$ cat config.mk
export PLATFORM = sky130hd
export DESIGN_NAME = sdram_ctrl_top
export DESIGN_NICKNAME = d
export VERILOG_FILES = /design/src/sdram_pkg.sv /design/src/sdram_refresh_timer.sv /design/src/sdram_req_latch.sv /design/src/sdram_pin_driver.sv /design/src/sdram_ctrl_fsm.sv /design/src/sdram_ctrl_top.sv
export SDC_FILE = /design/constraint.sdc
export NUM_CORES = 1
export LEC_CHECK = 0
export BUFFER_PORTS_ARGS = -buffer_cell sky130_fd_sc_hd__clkbuf_2
export CAP_MARGIN = 5
export CORE_MARGIN = 2
export CORE_UTILIZATION = 45
export CTS_BUF_LIST = sky130_fd_sc_hd__clkbuf_8
export DETAILED_ROUTE_END_ITERATION = 7
export PLACE_DENSITY_LB_ADDON = 0.1
export SLEW_MARGIN = 30
export SYNTH_ARGS = -nofsm -noshare
export SYNTH_HDL_FRONTEND = slang
export SYNTH_SLANG_ARGS = --single-unit
$ cat constraint.sdc
create_clock -name clk -period 6.2 [get_ports clk]
set_input_delay 0 -clock clk [delete_from_list [all_inputs] [get_ports clk]]
set_output_delay 0 -clock clk [all_outputs]
set_load 0.01 [all_outputs]
$ cat src/sdram_pkg.sv
package sdram_pkg;

	////////////////////////////////////////
	// Host and device geometry
	////////////////////////////////////////

	localparam int ADDR_W = 22;  // 4M words
	localparam int DATA_W = 16;
	localparam int BANK_W = 2;   // 4 banks
	localparam int ROW_W  = 12;  // 4096 rows
	localparam int COL_W  = 8;   // 256 columns

	////////////////////////////////////////
	// Device timings in clocks
	////////////////////////////////////////

	localparam int T_RFC       = 3;  // Auto refresh, 66 ns rounded up
	localparam int T_RP        = 1;  // Precharge
	localparam int T_RCD       = 1;  // Activate to read or write
	localparam int T_MRD       = 2;  // Mode register load
	localparam int CAS_LATENCY = 2;

	// Single write burst, CL2, sequential, BL1
	localparam logic [ROW_W-1:0] MODE_REG = 12'b00_1_00_010_0_000;

	// Precharge-all on PRECHARGE, auto precharge on READ/WRITE
	localparam int A10_BIT = 10;

	// Commands as seen by the pin driver
	typedef enum logic [2:0]
	{
		CMD_NOP       = 3'd0,
		CMD_ACTIVE    = 3'd1,
		CMD_READ      = 3'd2,
		CMD_WRITE     = 3'd3,
		CMD_PRECHARGE = 3'd4,
		CMD_REFRESH   = 3'd5,
		CMD_LMR       = 3'd6
	} sdram_cmd_e;

	// Host address split by field, bank on top
	typedef struct packed
	{
		logic [BANK_W-1:0] bank;
		logic [ROW_W-1:0]  row;
		logic [COL_W-1:0]  col;
	} host_addr_t;

	typedef struct packed
	{
		logic              write;  // High for write, low for read
		host_addr_t        addr;
		logic [DATA_W-1:0] wdata;  // Ignored on reads
	} host_req_t;

	// Device pins, command strobes active low
	typedef struct packed
	{
		logic              cke;
		logic              cs_n;
		logic              ras_n;
		logic              cas_n;
		logic              we_n;
		logic [BANK_W-1:0] ba;
		logic [ROW_W-1:0]  a;
	} sdram_pins_t;

endpackage

$ cat src/sdram_refresh_timer.sv
`timescale 1ns/1ps

module sdram_refresh_timer #(
	parameter int REFRESH_PERIOD = 490
) (
	input  logic clk,
	input  logic rst,
	input  logic init_done,
	input  logic refresh_issued,
	output logic refresh_pending
);

	localparam int CNT_W = $clog2(REFRESH_PERIOD + 1);

	logic [CNT_W-1:0] cnt;
	logic tick;

	assign tick = (cnt == CNT_W'(REFRESH_PERIOD - 1));  // One interval elapsed

	always_ff @(posedge clk)
	begin
		if (rst)
		begin
			cnt             <= '0;
			refresh_pending <= 1'b0;
		end
		else
		begin
			if (!init_done)
				cnt <= '0;  // Held until device configured
			else if (tick)
				cnt <= '0;
			else
				cnt <= cnt + 1'b1;
			if (init_done && tick)
				refresh_pending <= 1'b1;  // New interval beats a clear
			else if (refresh_issued)
				refresh_pending <= 1'b0;
		end
	end

endmodule

$ cat src/sdram_req_latch.sv
`timescale 1ns/1ps

module sdram_req_latch (
	input  logic                 clk,
	input  logic                 rst,
	input  logic                 req,
	input  sdram_pkg::host_req_t host_req,
	input  logic                 set_open,
	input  logic                 clear_open,
	input  logic                 ack,
	output logic                 pending,
	output sdram_pkg::host_req_t req_q,
	output logic                 row_hit,
	output logic                 row_open
);

	logic [sdram_pkg::BANK_W-1:0] open_bank;  // Bank of last ACTIVE
	logic [sdram_pkg::ROW_W-1:0]  open_row;   // Row of last ACTIVE

	// Control flags
	always_ff @(posedge clk)
	begin
		if (rst)
		begin
			pending  <= 1'b0;
			row_open <= 1'b0;
		end
		else
		begin
			if (req)
				pending <= 1'b1;  // New request wins over ack of the old one
			else if (ack)
				pending <= 1'b0;
			if (clear_open)
				row_open <= 1'b0;
			else if (set_open)
				row_open <= 1'b1;
		end
	end

	// Request and open row payload
	always_ff @(posedge clk)
	begin
		if (req)
			req_q <= host_req;
		if (set_open)
		begin
			open_bank <= req_q.addr.bank;  // ACTIVE always targets the latched request
			open_row  <= req_q.addr.row;
		end
	end

	assign row_hit = row_open && (open_bank == req_q.addr.bank) && (open_row == req_q.addr.row);

endmodule

$ cat src/sdram_pin_driver.sv
`timescale 1ns/1ps

module sdram_pin_driver (
	input  logic                          clk,
	input  logic                          rst,
	input  logic                          init_done,
	input  sdram_pkg::sdram_cmd_e         cmd,
	input  sdram_pkg::host_addr_t         cmd_addr,
	input  logic                          precharge_all,
	input  logic [sdram_pkg::DATA_W-1:0]  wdata,
	input  logic                          capture,
	output sdram_pkg::sdram_pins_t        pins,
	output logic [sdram_pkg::DATA_W-1:0]  dq_out,
	output logic                          dq_oe,
	input  logic [sdram_pkg::DATA_W-1:0]  dq_in,
	output logic [sdram_pkg::DATA_W-1:0]  rd_data
);

	logic cke_q, cs_n_q;
	logic [2:0] rcw_q, rcw_d;                     // ras_n, cas_n, we_n
	logic [sdram_pkg::BANK_W-1:0] ba_q, ba_d;
	logic [sdram_pkg::ROW_W-1:0]  a_q, a_d;

	////////////////////////////////////////
	// Command encode
	////////////////////////////////////////

	always_comb
	begin
		rcw_d = 3'b111;  // NOP
		ba_d  = '0;
		a_d   = '0;
		case (cmd)
			sdram_pkg::CMD_ACTIVE:
			begin
				rcw_d = 3'b011;
				ba_d  = cmd_addr.bank;
				a_d   = cmd_addr.row;
			end
			sdram_pkg::CMD_READ, sdram_pkg::CMD_WRITE:
			begin
				rcw_d = (cmd == sdram_pkg::CMD_WRITE) ? 3'b100 : 3'b101;
				ba_d  = cmd_addr.bank;
				a_d[sdram_pkg::COL_W-1:0] = cmd_addr.col;  // A10 low, row stays open
			end
			sdram_pkg::CMD_PRECHARGE:
			begin
				rcw_d = 3'b010;
				a_d[sdram_pkg::A10_BIT] = precharge_all;
			end
			sdram_pkg::CMD_REFRESH:
				rcw_d = 3'b001;
			sdram_pkg::CMD_LMR:
			begin
				rcw_d = 3'b000;
				a_d   = sdram_pkg::MODE_REG;
			end
			default:
				rcw_d = 3'b111;
		endcase
	end

	// Control pins, deselected in reset
	always_ff @(posedge clk)
	begin
		if (rst)
		begin
			cke_q  <= 1'b0;
			cs_n_q <= 1'b1;
			rcw_q  <= 3'b111;
			dq_oe  <= 1'b0;
		end
		else
		begin
			cke_q  <= 1'b1;
			cs_n_q <= ~cke_q;  // Select one cycle after cke
			rcw_q  <= rcw_d;
			dq_oe  <= init_done && (cmd == sdram_pkg::CMD_WRITE);  // Bus released until configured
		end
	end

	// Address and data payload
	always_ff @(posedge clk)
	begin
		ba_q <= ba_d;
		a_q  <= a_d;
		if (cmd == sdram_pkg::CMD_WRITE)
			dq_out <= wdata;  // Valid alongside WRITE on the pins
		if (capture)
			rd_data <= dq_in;
	end

	assign pins = '{cke: cke_q, cs_n: cs_n_q, ras_n: rcw_q[2], cas_n: rcw_q[1],
		we_n: rcw_q[0], ba: ba_q, a: a_q};

endmodule

$ cat src/sdram_ctrl_fsm.sv
`timescale 1ns/1ps

module sdram_ctrl_fsm #(
	parameter int INIT_DELAY = 3200
) (
	input  logic                   clk,
	input  logic                   rst,
	input  logic                   pending,
	input  logic                   row_hit,
	input  logic                   row_open,
	input  sdram_pkg::host_req_t   req_q,
	input  logic                   refresh_pending,
	output sdram_pkg::sdram_cmd_e  cmd,
	output sdram_pkg::host_addr_t  cmd_addr,
	output logic                   precharge_all,
	output logic                   capture,
	output logic                   set_open,
	output logic                   clear_open,
	output logic                   refresh_issued,
	output logic                   init_done,
	output logic                   ack
);

	localparam int WAIT_W = 3;                        // Covers T_RFC, T_MRD and CL
	localparam int INIT_W = $clog2(INIT_DELAY + 1);

	typedef enum logic [3:0]
	{
		ST_INIT_WAIT,    // Power-up delay, NOPs
		ST_INIT_REF1,
		ST_INIT_REF2,
		ST_INIT_LMR,
		ST_IDLE,         // Row may be open or closed
		ST_ACTIVE,
		ST_READING,
		ST_WRITING,
		ST_PRECHARGING,
		ST_REFRESHING
	} state_e;

	state_e state, state_d;
	logic [WAIT_W-1:0] wait_cnt;  // Cycles spent in current state
	logic [INIT_W-1:0] init_cnt;
	logic init_done_q;
	logic ack_q, ack_d;
	logic access;                 // Command carries the request address

	////////////////////////////////////////
	// State and counters
	////////////////////////////////////////

	always_ff @(posedge clk)
	begin
		if (rst)
		begin
			state       <= ST_INIT_WAIT;
			wait_cnt    <= '0;
			init_cnt    <= '0;
			init_done_q <= 1'b0;
			ack_q       <= 1'b0;
		end
		else
		begin
			state    <= state_d;
			wait_cnt <= (state_d != state) ? '0 : wait_cnt + 1'b1;  // Restart on every move
			ack_q    <= ack_d;
			if (state == ST_INIT_WAIT)
				init_cnt <= init_cnt + 1'b1;
			if (state == ST_INIT_LMR && state_d == ST_IDLE)
				init_done_q <= 1'b1;  // Device configured
		end
	end

	////////////////////////////////////////
	// Next state and command decode
	////////////////////////////////////////

	always_comb
	begin
		state_d        = state;
		cmd            = sdram_pkg::CMD_NOP;  // NOP unless chosen below
		precharge_all  = 1'b0;
		capture        = 1'b0;
		set_open       = 1'b0;
		clear_open     = 1'b0;
		refresh_issued = 1'b0;
		ack_d          = 1'b0;
		access         = 1'b0;
		case (state)
			ST_INIT_WAIT:
			begin
				if (init_cnt == INIT_W'(INIT_DELAY - 1))
				begin
					cmd           = sdram_pkg::CMD_PRECHARGE;
					precharge_all = 1'b1;
					state_d       = ST_INIT_REF1;
				end
			end
			ST_INIT_REF1, ST_INIT_REF2:
			begin
				if (wait_cnt == '0)
					cmd = sdram_pkg::CMD_REFRESH;  // Then T_RFC NOPs
				if (wait_cnt == WAIT_W'(sdram_pkg::T_RFC))
					state_d = (state == ST_INIT_REF1) ? ST_INIT_REF2 : ST_INIT_LMR;
			end
			ST_INIT_LMR:
			begin
				if (wait_cnt == '0)
					cmd = sdram_pkg::CMD_LMR;
				if (wait_cnt == WAIT_W'(sdram_pkg::T_MRD))
					state_d = ST_IDLE;
			end
			ST_IDLE:
			begin
				// Refresh first, closing any open row
				if (refresh_pending)
				begin
					if (row_open)
					begin
						cmd           = sdram_pkg::CMD_PRECHARGE;
						precharge_all = 1'b1;
						clear_open    = 1'b1;
						state_d       = ST_PRECHARGING;
					end
					else
					begin
						cmd            = sdram_pkg::CMD_REFRESH;
						refresh_issued = 1'b1;
						state_d        = ST_REFRESHING;
					end
				end
				else if (pending && !ack_q)  // Request not yet answered
				begin
					if (row_hit)
					begin
						access  = 1'b1;
						cmd     = req_q.write ? sdram_pkg::CMD_WRITE : sdram_pkg::CMD_READ;
						state_d = req_q.write ? ST_WRITING : ST_READING;
					end
					else if (row_open)  // Wrong row, close it
					begin
						cmd           = sdram_pkg::CMD_PRECHARGE;
						precharge_all = 1'b1;
						clear_open    = 1'b1;
						state_d       = ST_PRECHARGING;
					end
					else
					begin
						access   = 1'b1;
						cmd      = sdram_pkg::CMD_ACTIVE;
						set_open = 1'b1;
						state_d  = ST_ACTIVE;
					end
				end
			end
			ST_ACTIVE:
				if (wait_cnt == WAIT_W'(sdram_pkg::T_RCD - 1))
					state_d = ST_IDLE;
			ST_PRECHARGING:
				if (wait_cnt == WAIT_W'(sdram_pkg::T_RP - 1))
					state_d = ST_IDLE;
			ST_REFRESHING:
				if (wait_cnt == WAIT_W'(sdram_pkg::T_RFC - 1))
					state_d = ST_IDLE;
			ST_READING:
			begin
				// Data sampled here, ack and rd_data next cycle
				if (wait_cnt == WAIT_W'(sdram_pkg::CAS_LATENCY - 1))
				begin
					capture = 1'b1;
					ack_d   = 1'b1;
					state_d = ST_IDLE;
				end
			end
			ST_WRITING:
			begin
				ack_d   = 1'b1;  // Write data went out with the command
				state_d = ST_IDLE;
			end
			default:
				state_d = ST_IDLE;
		endcase
	end

	assign cmd_addr  = access ? req_q.addr : '0;
	assign init_done = init_done_q;
	assign ack       = ack_q;

endmodule

$ cat src/sdram_ctrl_top.sv
`timescale 1ns/1ps

module sdram_ctrl_top #(
	parameter int INIT_DELAY     = 3200,  // Power-up wait in clocks
	parameter int REFRESH_PERIOD = 490    // Just under 15.6 us
) (
	input  logic                          clk,
	input  logic                          rst,
	input  logic                          req,
	input  sdram_pkg::host_req_t          host_req,
	output logic                          ack,
	output logic [sdram_pkg::DATA_W-1:0]  rd_data,
	output sdram_pkg::sdram_pins_t        pins,
	output logic [sdram_pkg::DATA_W-1:0]  dq_out,
	output logic                          dq_oe,
	input  logic [sdram_pkg::DATA_W-1:0]  dq_in
);

	// Request latch to fsm
	logic pending, row_hit, row_open;
	sdram_pkg::host_req_t req_q;
	logic set_open, clear_open;

	// Refresh handshake
	logic refresh_pending, refresh_issued, init_done;

	// Fsm to pin driver
	sdram_pkg::sdram_cmd_e cmd;
	sdram_pkg::host_addr_t cmd_addr;
	logic precharge_all, capture;

	sdram_ctrl_fsm #(.INIT_DELAY(INIT_DELAY)) u_fsm (
		.clk(clk), .rst(rst),
		.pending(pending), .row_hit(row_hit), .row_open(row_open), .req_q(req_q),
		.refresh_pending(refresh_pending),
		.cmd(cmd), .cmd_addr(cmd_addr), .precharge_all(precharge_all), .capture(capture),
		.set_open(set_open), .clear_open(clear_open), .refresh_issued(refresh_issued),
		.init_done(init_done), .ack(ack)
	);

	sdram_req_latch u_req_latch (
		.clk(clk), .rst(rst),
		.req(req), .host_req(host_req),
		.set_open(set_open), .clear_open(clear_open), .ack(ack),
		.pending(pending), .req_q(req_q), .row_hit(row_hit), .row_open(row_open)
	);

	sdram_refresh_timer #(.REFRESH_PERIOD(REFRESH_PERIOD)) u_refresh_timer (
		.clk(clk), .rst(rst),
		.init_done(init_done), .refresh_issued(refresh_issued),
		.refresh_pending(refresh_pending)
	);

	sdram_pin_driver u_pin_driver (
		.clk(clk), .rst(rst), .init_done(init_done),
		.cmd(cmd), .cmd_addr(cmd_addr), .precharge_all(precharge_all),
		.wdata(req_q.wdata), .capture(capture),
		.pins(pins), .dq_out(dq_out), .dq_oe(dq_oe), .dq_in(dq_in), .rd_data(rd_data)
	);

endmodule

==> summary by stage <==
Pwr
The design internal power is approximately 1.5 mW. The share of total power in combinational logic is 0.121. The peak ir drop on the vdd network is about 0.00019 V.

The total leakage power is roughly 2.6 nW. The power dissipated by switching net loads is a little over 0.5 mW. Of the total power, the clock network draws 0.335. Of the total power, the share spent switching nets is 0.257.

Dividing total power by cell area gives a power density of about 290 mW/mm². Of the total power, registers draw 0.544.

Floorplanning
Measured along the x axis, the die boundary spans roughly 110 µm. The core outline area is approximately 0.011 mm². The die is approximately 110 µm tall.

For this configuration, the core starts out at a cell density of 0.465. The floorplan has 38 rows. During I/O placement, the number of pins put on the boundary was 111.

The die covers around 0.012 mm².

CTS
Counting every sink on the clock net gives about 140. The total clock buffers created by CTS is 17. The register clock-pin slew on the reported worst setup and hold paths is 0.08 ns. The H-tree was split into 4 levels. The number of buffers on the longest clock path is 2.

TritonCTS built the clock tree. The clock tree root driver cell is sky130_fd_sc_hd__clkbuf_8. The later pin in the worst-skew pair is clocked with a latency of 0.44 ns. The post-CTS resize count is 0.

Setup path
The critical setup path kind is flip-flop to flip-flop. The launching instance or port of the critical path is u_req_latch.req_q[25]$_DFFE_PP_. The endpoint identified for the worst register-to-register timing path is u_fsm.wait_cnt[1]$_SDFF_PP0_. The critical path data arrival time is between 2 and 3 ns. The endpoint kind of the worst setup timing path is a flip-flop. Traced cell by cell, the critical path runs through xnor2_1, nand4_1, or4_1, a211o_2, o2111ai_1, nor3_1. The worst register-to-register path begins at u_req_latch.req_q[25]$_DFFE_PP_.

The number of cells traversed by the worst register-to-register path is 6. STA classifies the critical path startpoint as a flip-flop. The largest single stage delay on the critical path is between 0.5 and 0.6 ns. In this run the worst path has a maximum fanout of 5. For flop-to-flop paths, the worst setup slack is around 3.9 ns.

The required time of the critical path is between 6 and 7 ns. For this design, the slowest cell found on the critical path is sky130_fd_sc_hd__or4_1.

Routing
Before antenna repair, the detailed router went through 5 iterations. After detailed routing, the number of vias per cell comes to approximately 5. The final wirelength is between 10000 and 15000 µm. The average wire per standard cell is approximately 14 µm.

After the first detailed-routing iteration, the DRC count stood at ~190. Summing over every cut layer, the via total after detailed routing is 3449. After detailed routing, the number of remaining DRC violations is 0. In this run the remaining antenna-violating nets after routing total 0.

Global routing
The via count of the first global-routing pass is 3451. The number of antenna violations at the first check in global routing is 0. The busiest layer in global routing is met2.

The met2 track utilization from global routing is 0.291. The pin count of the biggest net entering global routing is 41. The global-route wire length before repair is about 17000 µm. For this run the aggregate overflow at the end of global routing stands at 0. The total global routing track utilization is 0.174. The met3 demand-to-capacity share in global routing is 0.0609. For this run, global-route usage on met1 was measured as 0.213.

Finish
The number of diodes added for antenna fixing is 0. The share of post-route cells with drive strength above 1 is 0.268. Relative to the synthesized area, the layout overhead comes to 31.5%. The fraction of the core area covered by cells at the end of the flow is 0.612. The net count of the finished layout is 621.

Synth
The proportion of synthesized chip area in sequential cells is 0.707. The number of synthesized flops with an enable pin is 85. The cell count after synthesis is 378. The main flop type after synthesis is sky130_fd_sc_hd__edfxtp_1. After synthesis the netlist holds a flip-flop and latch count of approximately 140. The Yosys step of the flow raised 0 warnings.

The number of distinct standard cells referenced by the synthesized netlist is 51. The biggest area contributor in the post-synthesis netlist is sky130_fd_sc_hd__edfxtp_1. Synthesis produced a netlist with a net count of 444. In this run the cell area of the synthesized design comes to 0.00511 mm². Dividing the synthesized area by the synthesized cell count gives between 10 and 15 µm². After synthesis, the cell types taking the most area are sky130_fd_sc_hd__edfxtp_1, sky130_fd_sc_hd__dfxtp_1, sky130_fd_sc_hd__xnor2_1. The share of async-settable or async-resettable flops after synthesis is 0. Of the post-synthesis cell area, the dominant cell type holds 0.499.

Timing
The period utilization is 0.377. For this run, the top clock speed supported by timing is 428 MHz. The count of pins over their slew limit is 0. The final count of negative-setup-slack endpoints is 0.

Setup repair after global routing left no endpoint under its margin. The worst slew margin relative to its limit is 0.392. The worst clock skew on the final layout is 0.0108 ns.

In the final timing run, aggregate negative setup slack is 0 ns. The measured slew at the worst slew-check pin is 0.912 ns. The count of endpoints failing hold in the final timing report came to 0.

The minimum period implied by the final worst setup slack is 2.34 ns.

Hold path
The beginning of the worst hold path is rst. The worst hold path passes through 2 cells. The path class of the tightest hold or removal check is input pin to flip-flop. The worst hold path terminates at u_fsm.init_cnt[5]$_SDFFE_PP0P_.

Status
The flow ran to the end, and the final reports show no timing, DRC or antenna violations.

Place
The number of buffer cells added on primary ports is 110. The HPWL reported at the end of detailed placement is 6730 µm. At the end of routability-driven placement, the weighted congestion stood at 0.766.

Job
Across the run, the number of max-cap violations was 0.
kinds of logic (layout without fill, tap and decap cells):
logic type | after synthesis | in the layout | synth area share
mux | 4 | 4 | 0.00783
flops | 138 | 138 | 0.707
fa+ha+maj | 8 | 8 | 0.0196
xor+xnor | 32 | 32 | 0.0548
simple gates | 128 | 128 | 0.126
buf+inv | 24 | 214 | 0.0240
compound gates | 44 | 44 | 0.0610
placed cells by master (no fill, tap or decap), types with 6 or more instances in the layout:
cell type                       count
sky130_fd_sc_hd__a21oi_1           10
sky130_fd_sc_hd__a22o_1             7
sky130_fd_sc_hd__clkbuf_2         109
sky130_fd_sc_hd__clkbuf_8          17
sky130_fd_sc_hd__dfxtp_1           53
sky130_fd_sc_hd__dlygate4sd3_1     55
sky130_fd_sc_hd__edfxtp_1          85
sky130_fd_sc_hd__ha_1               8
sky130_fd_sc_hd__inv_1             13
sky130_fd_sc_hd__nand2_1           26
sky130_fd_sc_hd__nand3_1           16
sky130_fd_sc_hd__nand4_1            6
sky130_fd_sc_hd__nor2_1            40
sky130_fd_sc_hd__nor3_1             7
sky130_fd_sc_hd__o21ai_0            8
sky130_fd_sc_hd__xnor2_1           21
sky130_fd_sc_hd__xor2_1            11
sequential cells by signal, summed over array words and instances (netlist names), 2 cells and up:
| name | count |
|---|---|
| u_fsm.init_cnt | 12 |
| u_fsm.state | 4 |
| u_fsm.wait_cnt | 3 |
| u_pin_driver.a_q | 12 |
| u_pin_driver.ba_q | 2 |
| u_pin_driver.dq_out | 16 |
| u_pin_driver.rcw_q | 3 |
| u_pin_driver.rd_data | 16 |
| u_refresh_timer.cnt | 9 |
| u_req_latch.open_bank | 2 |
| u_req_latch.open_row | 12 |
| u_req_latch.req_q | 39 |
cells in the mapped netlist (2+ instances only):
cell type and count:
sky130_fd_sc_hd__a211oi_1 2, sky130_fd_sc_hd__a21oi_1 10, sky130_fd_sc_hd__a22o_1 7, sky130_fd_sc_hd__a31oi_1 2, sky130_fd_sc_hd__and2_1 4, sky130_fd_sc_hd__and3_1 4
sky130_fd_sc_hd__buf_2 4, sky130_fd_sc_hd__buf_4 2, sky130_fd_sc_hd__clkbuf_1 3, sky130_fd_sc_hd__clkbuf_8 2, sky130_fd_sc_hd__dfxtp_1 53, sky130_fd_sc_hd__edfxtp_1 85
sky130_fd_sc_hd__ha_1 8, sky130_fd_sc_hd__inv_1 11, sky130_fd_sc_hd__mux2i_1 4, sky130_fd_sc_hd__nand2_1 26, sky130_fd_sc_hd__nand2b_1 4, sky130_fd_sc_hd__nand3_1 16
sky130_fd_sc_hd__nand4_1 6, sky130_fd_sc_hd__nor2_1 40, sky130_fd_sc_hd__nor2b_1 3, sky130_fd_sc_hd__nor3_1 7, sky130_fd_sc_hd__nor4_1 3, sky130_fd_sc_hd__o21a_1 3
sky130_fd_sc_hd__o21ai_0 8, sky130_fd_sc_hd__or3_1 3, sky130_fd_sc_hd__or4_1 4, sky130_fd_sc_hd__xnor2_1 21, sky130_fd_sc_hd__xor2_1 11
what timing repair did:
action / in CTS / in global routing
endpoints found under the hold margin: 55 / 0
buffers inserted: 0 / 0
hold buffers: 55 / 0
metrics by stage:
stage / std cells / power, mW / cell area (µm²) / hold WS [ns] / setup slack, ns
finish: 708 / 1.96 / 6720 / 0.0544 / 3.86
global route: 708 / 2.07 / 6720 / 0.0844 / 3.69
CTS: 708 / 1.99 / 6720 / 0.0593 / 3.82
detailed placement: 621 / 1.30 / 5810 / 0.179 / 3.86
global placement: 620 / 1.29 / 5800 / 0.177 / 3.69
floorplan: 378 / 1.22 / 5110 / 0.0786 / 3.50
routing by layer:
metal,part of all wire,wire length [µm]
met2,0.50,5090
met1,0.44,4440
met5,0,0
met3,0.052,527
met4,0.0085,86
worst max-delay path by stage:
stage	to	cells after the start
global placement	u_req_latch.open_row[1]$_DFFE_PP_	3
global route	u_fsm.wait_cnt[2]$_SDFF_PP0_	6
detailed placement	u_fsm.wait_cnt[2]$_SDFF_PP0_	6
floorplan	u_pin_driver.rd_data[0]$_DFFE_PP_	3
finish	u_fsm.wait_cnt[1]$_SDFF_PP0_	6
CTS	u_fsm.wait_cnt[2]$_SDFF_PP0_	6
area by class of cell:
class | count | area (µm²)
fill | 856 | 4260
sequential | 138 | 3610
multi-input combinational | 216 | 1390
timing repair buffer | 169 | 1130
clock buffer | 17 | 234
tap | 140 | 175
clock inverter | 15 | 128
inverter | 13 | 48.8
worst max-delay path, delay by kind of cell, from the launching register on:
kind             cells  cell delay [ns]
AND/OR/NAND/NOR      3             0.85
XOR/XNOR             1             0.24
AO/OA/AOI/OAI        2             0.70
flip-flops           1             0.42
power by group through the flow:
stage	logic, mW	clock network [mW]	registers (mW)
after global routing	0.269	0.725	1.07
final	0.238	0.658	1.07
after global placement	0.203	0	1.09
after detailed placement	0.209	0	1.09
after CTS	0.239	0.681	1.07
after floorplan	0.153	0	1.07
Note: power is estimated with default switching activity, not from simulation.
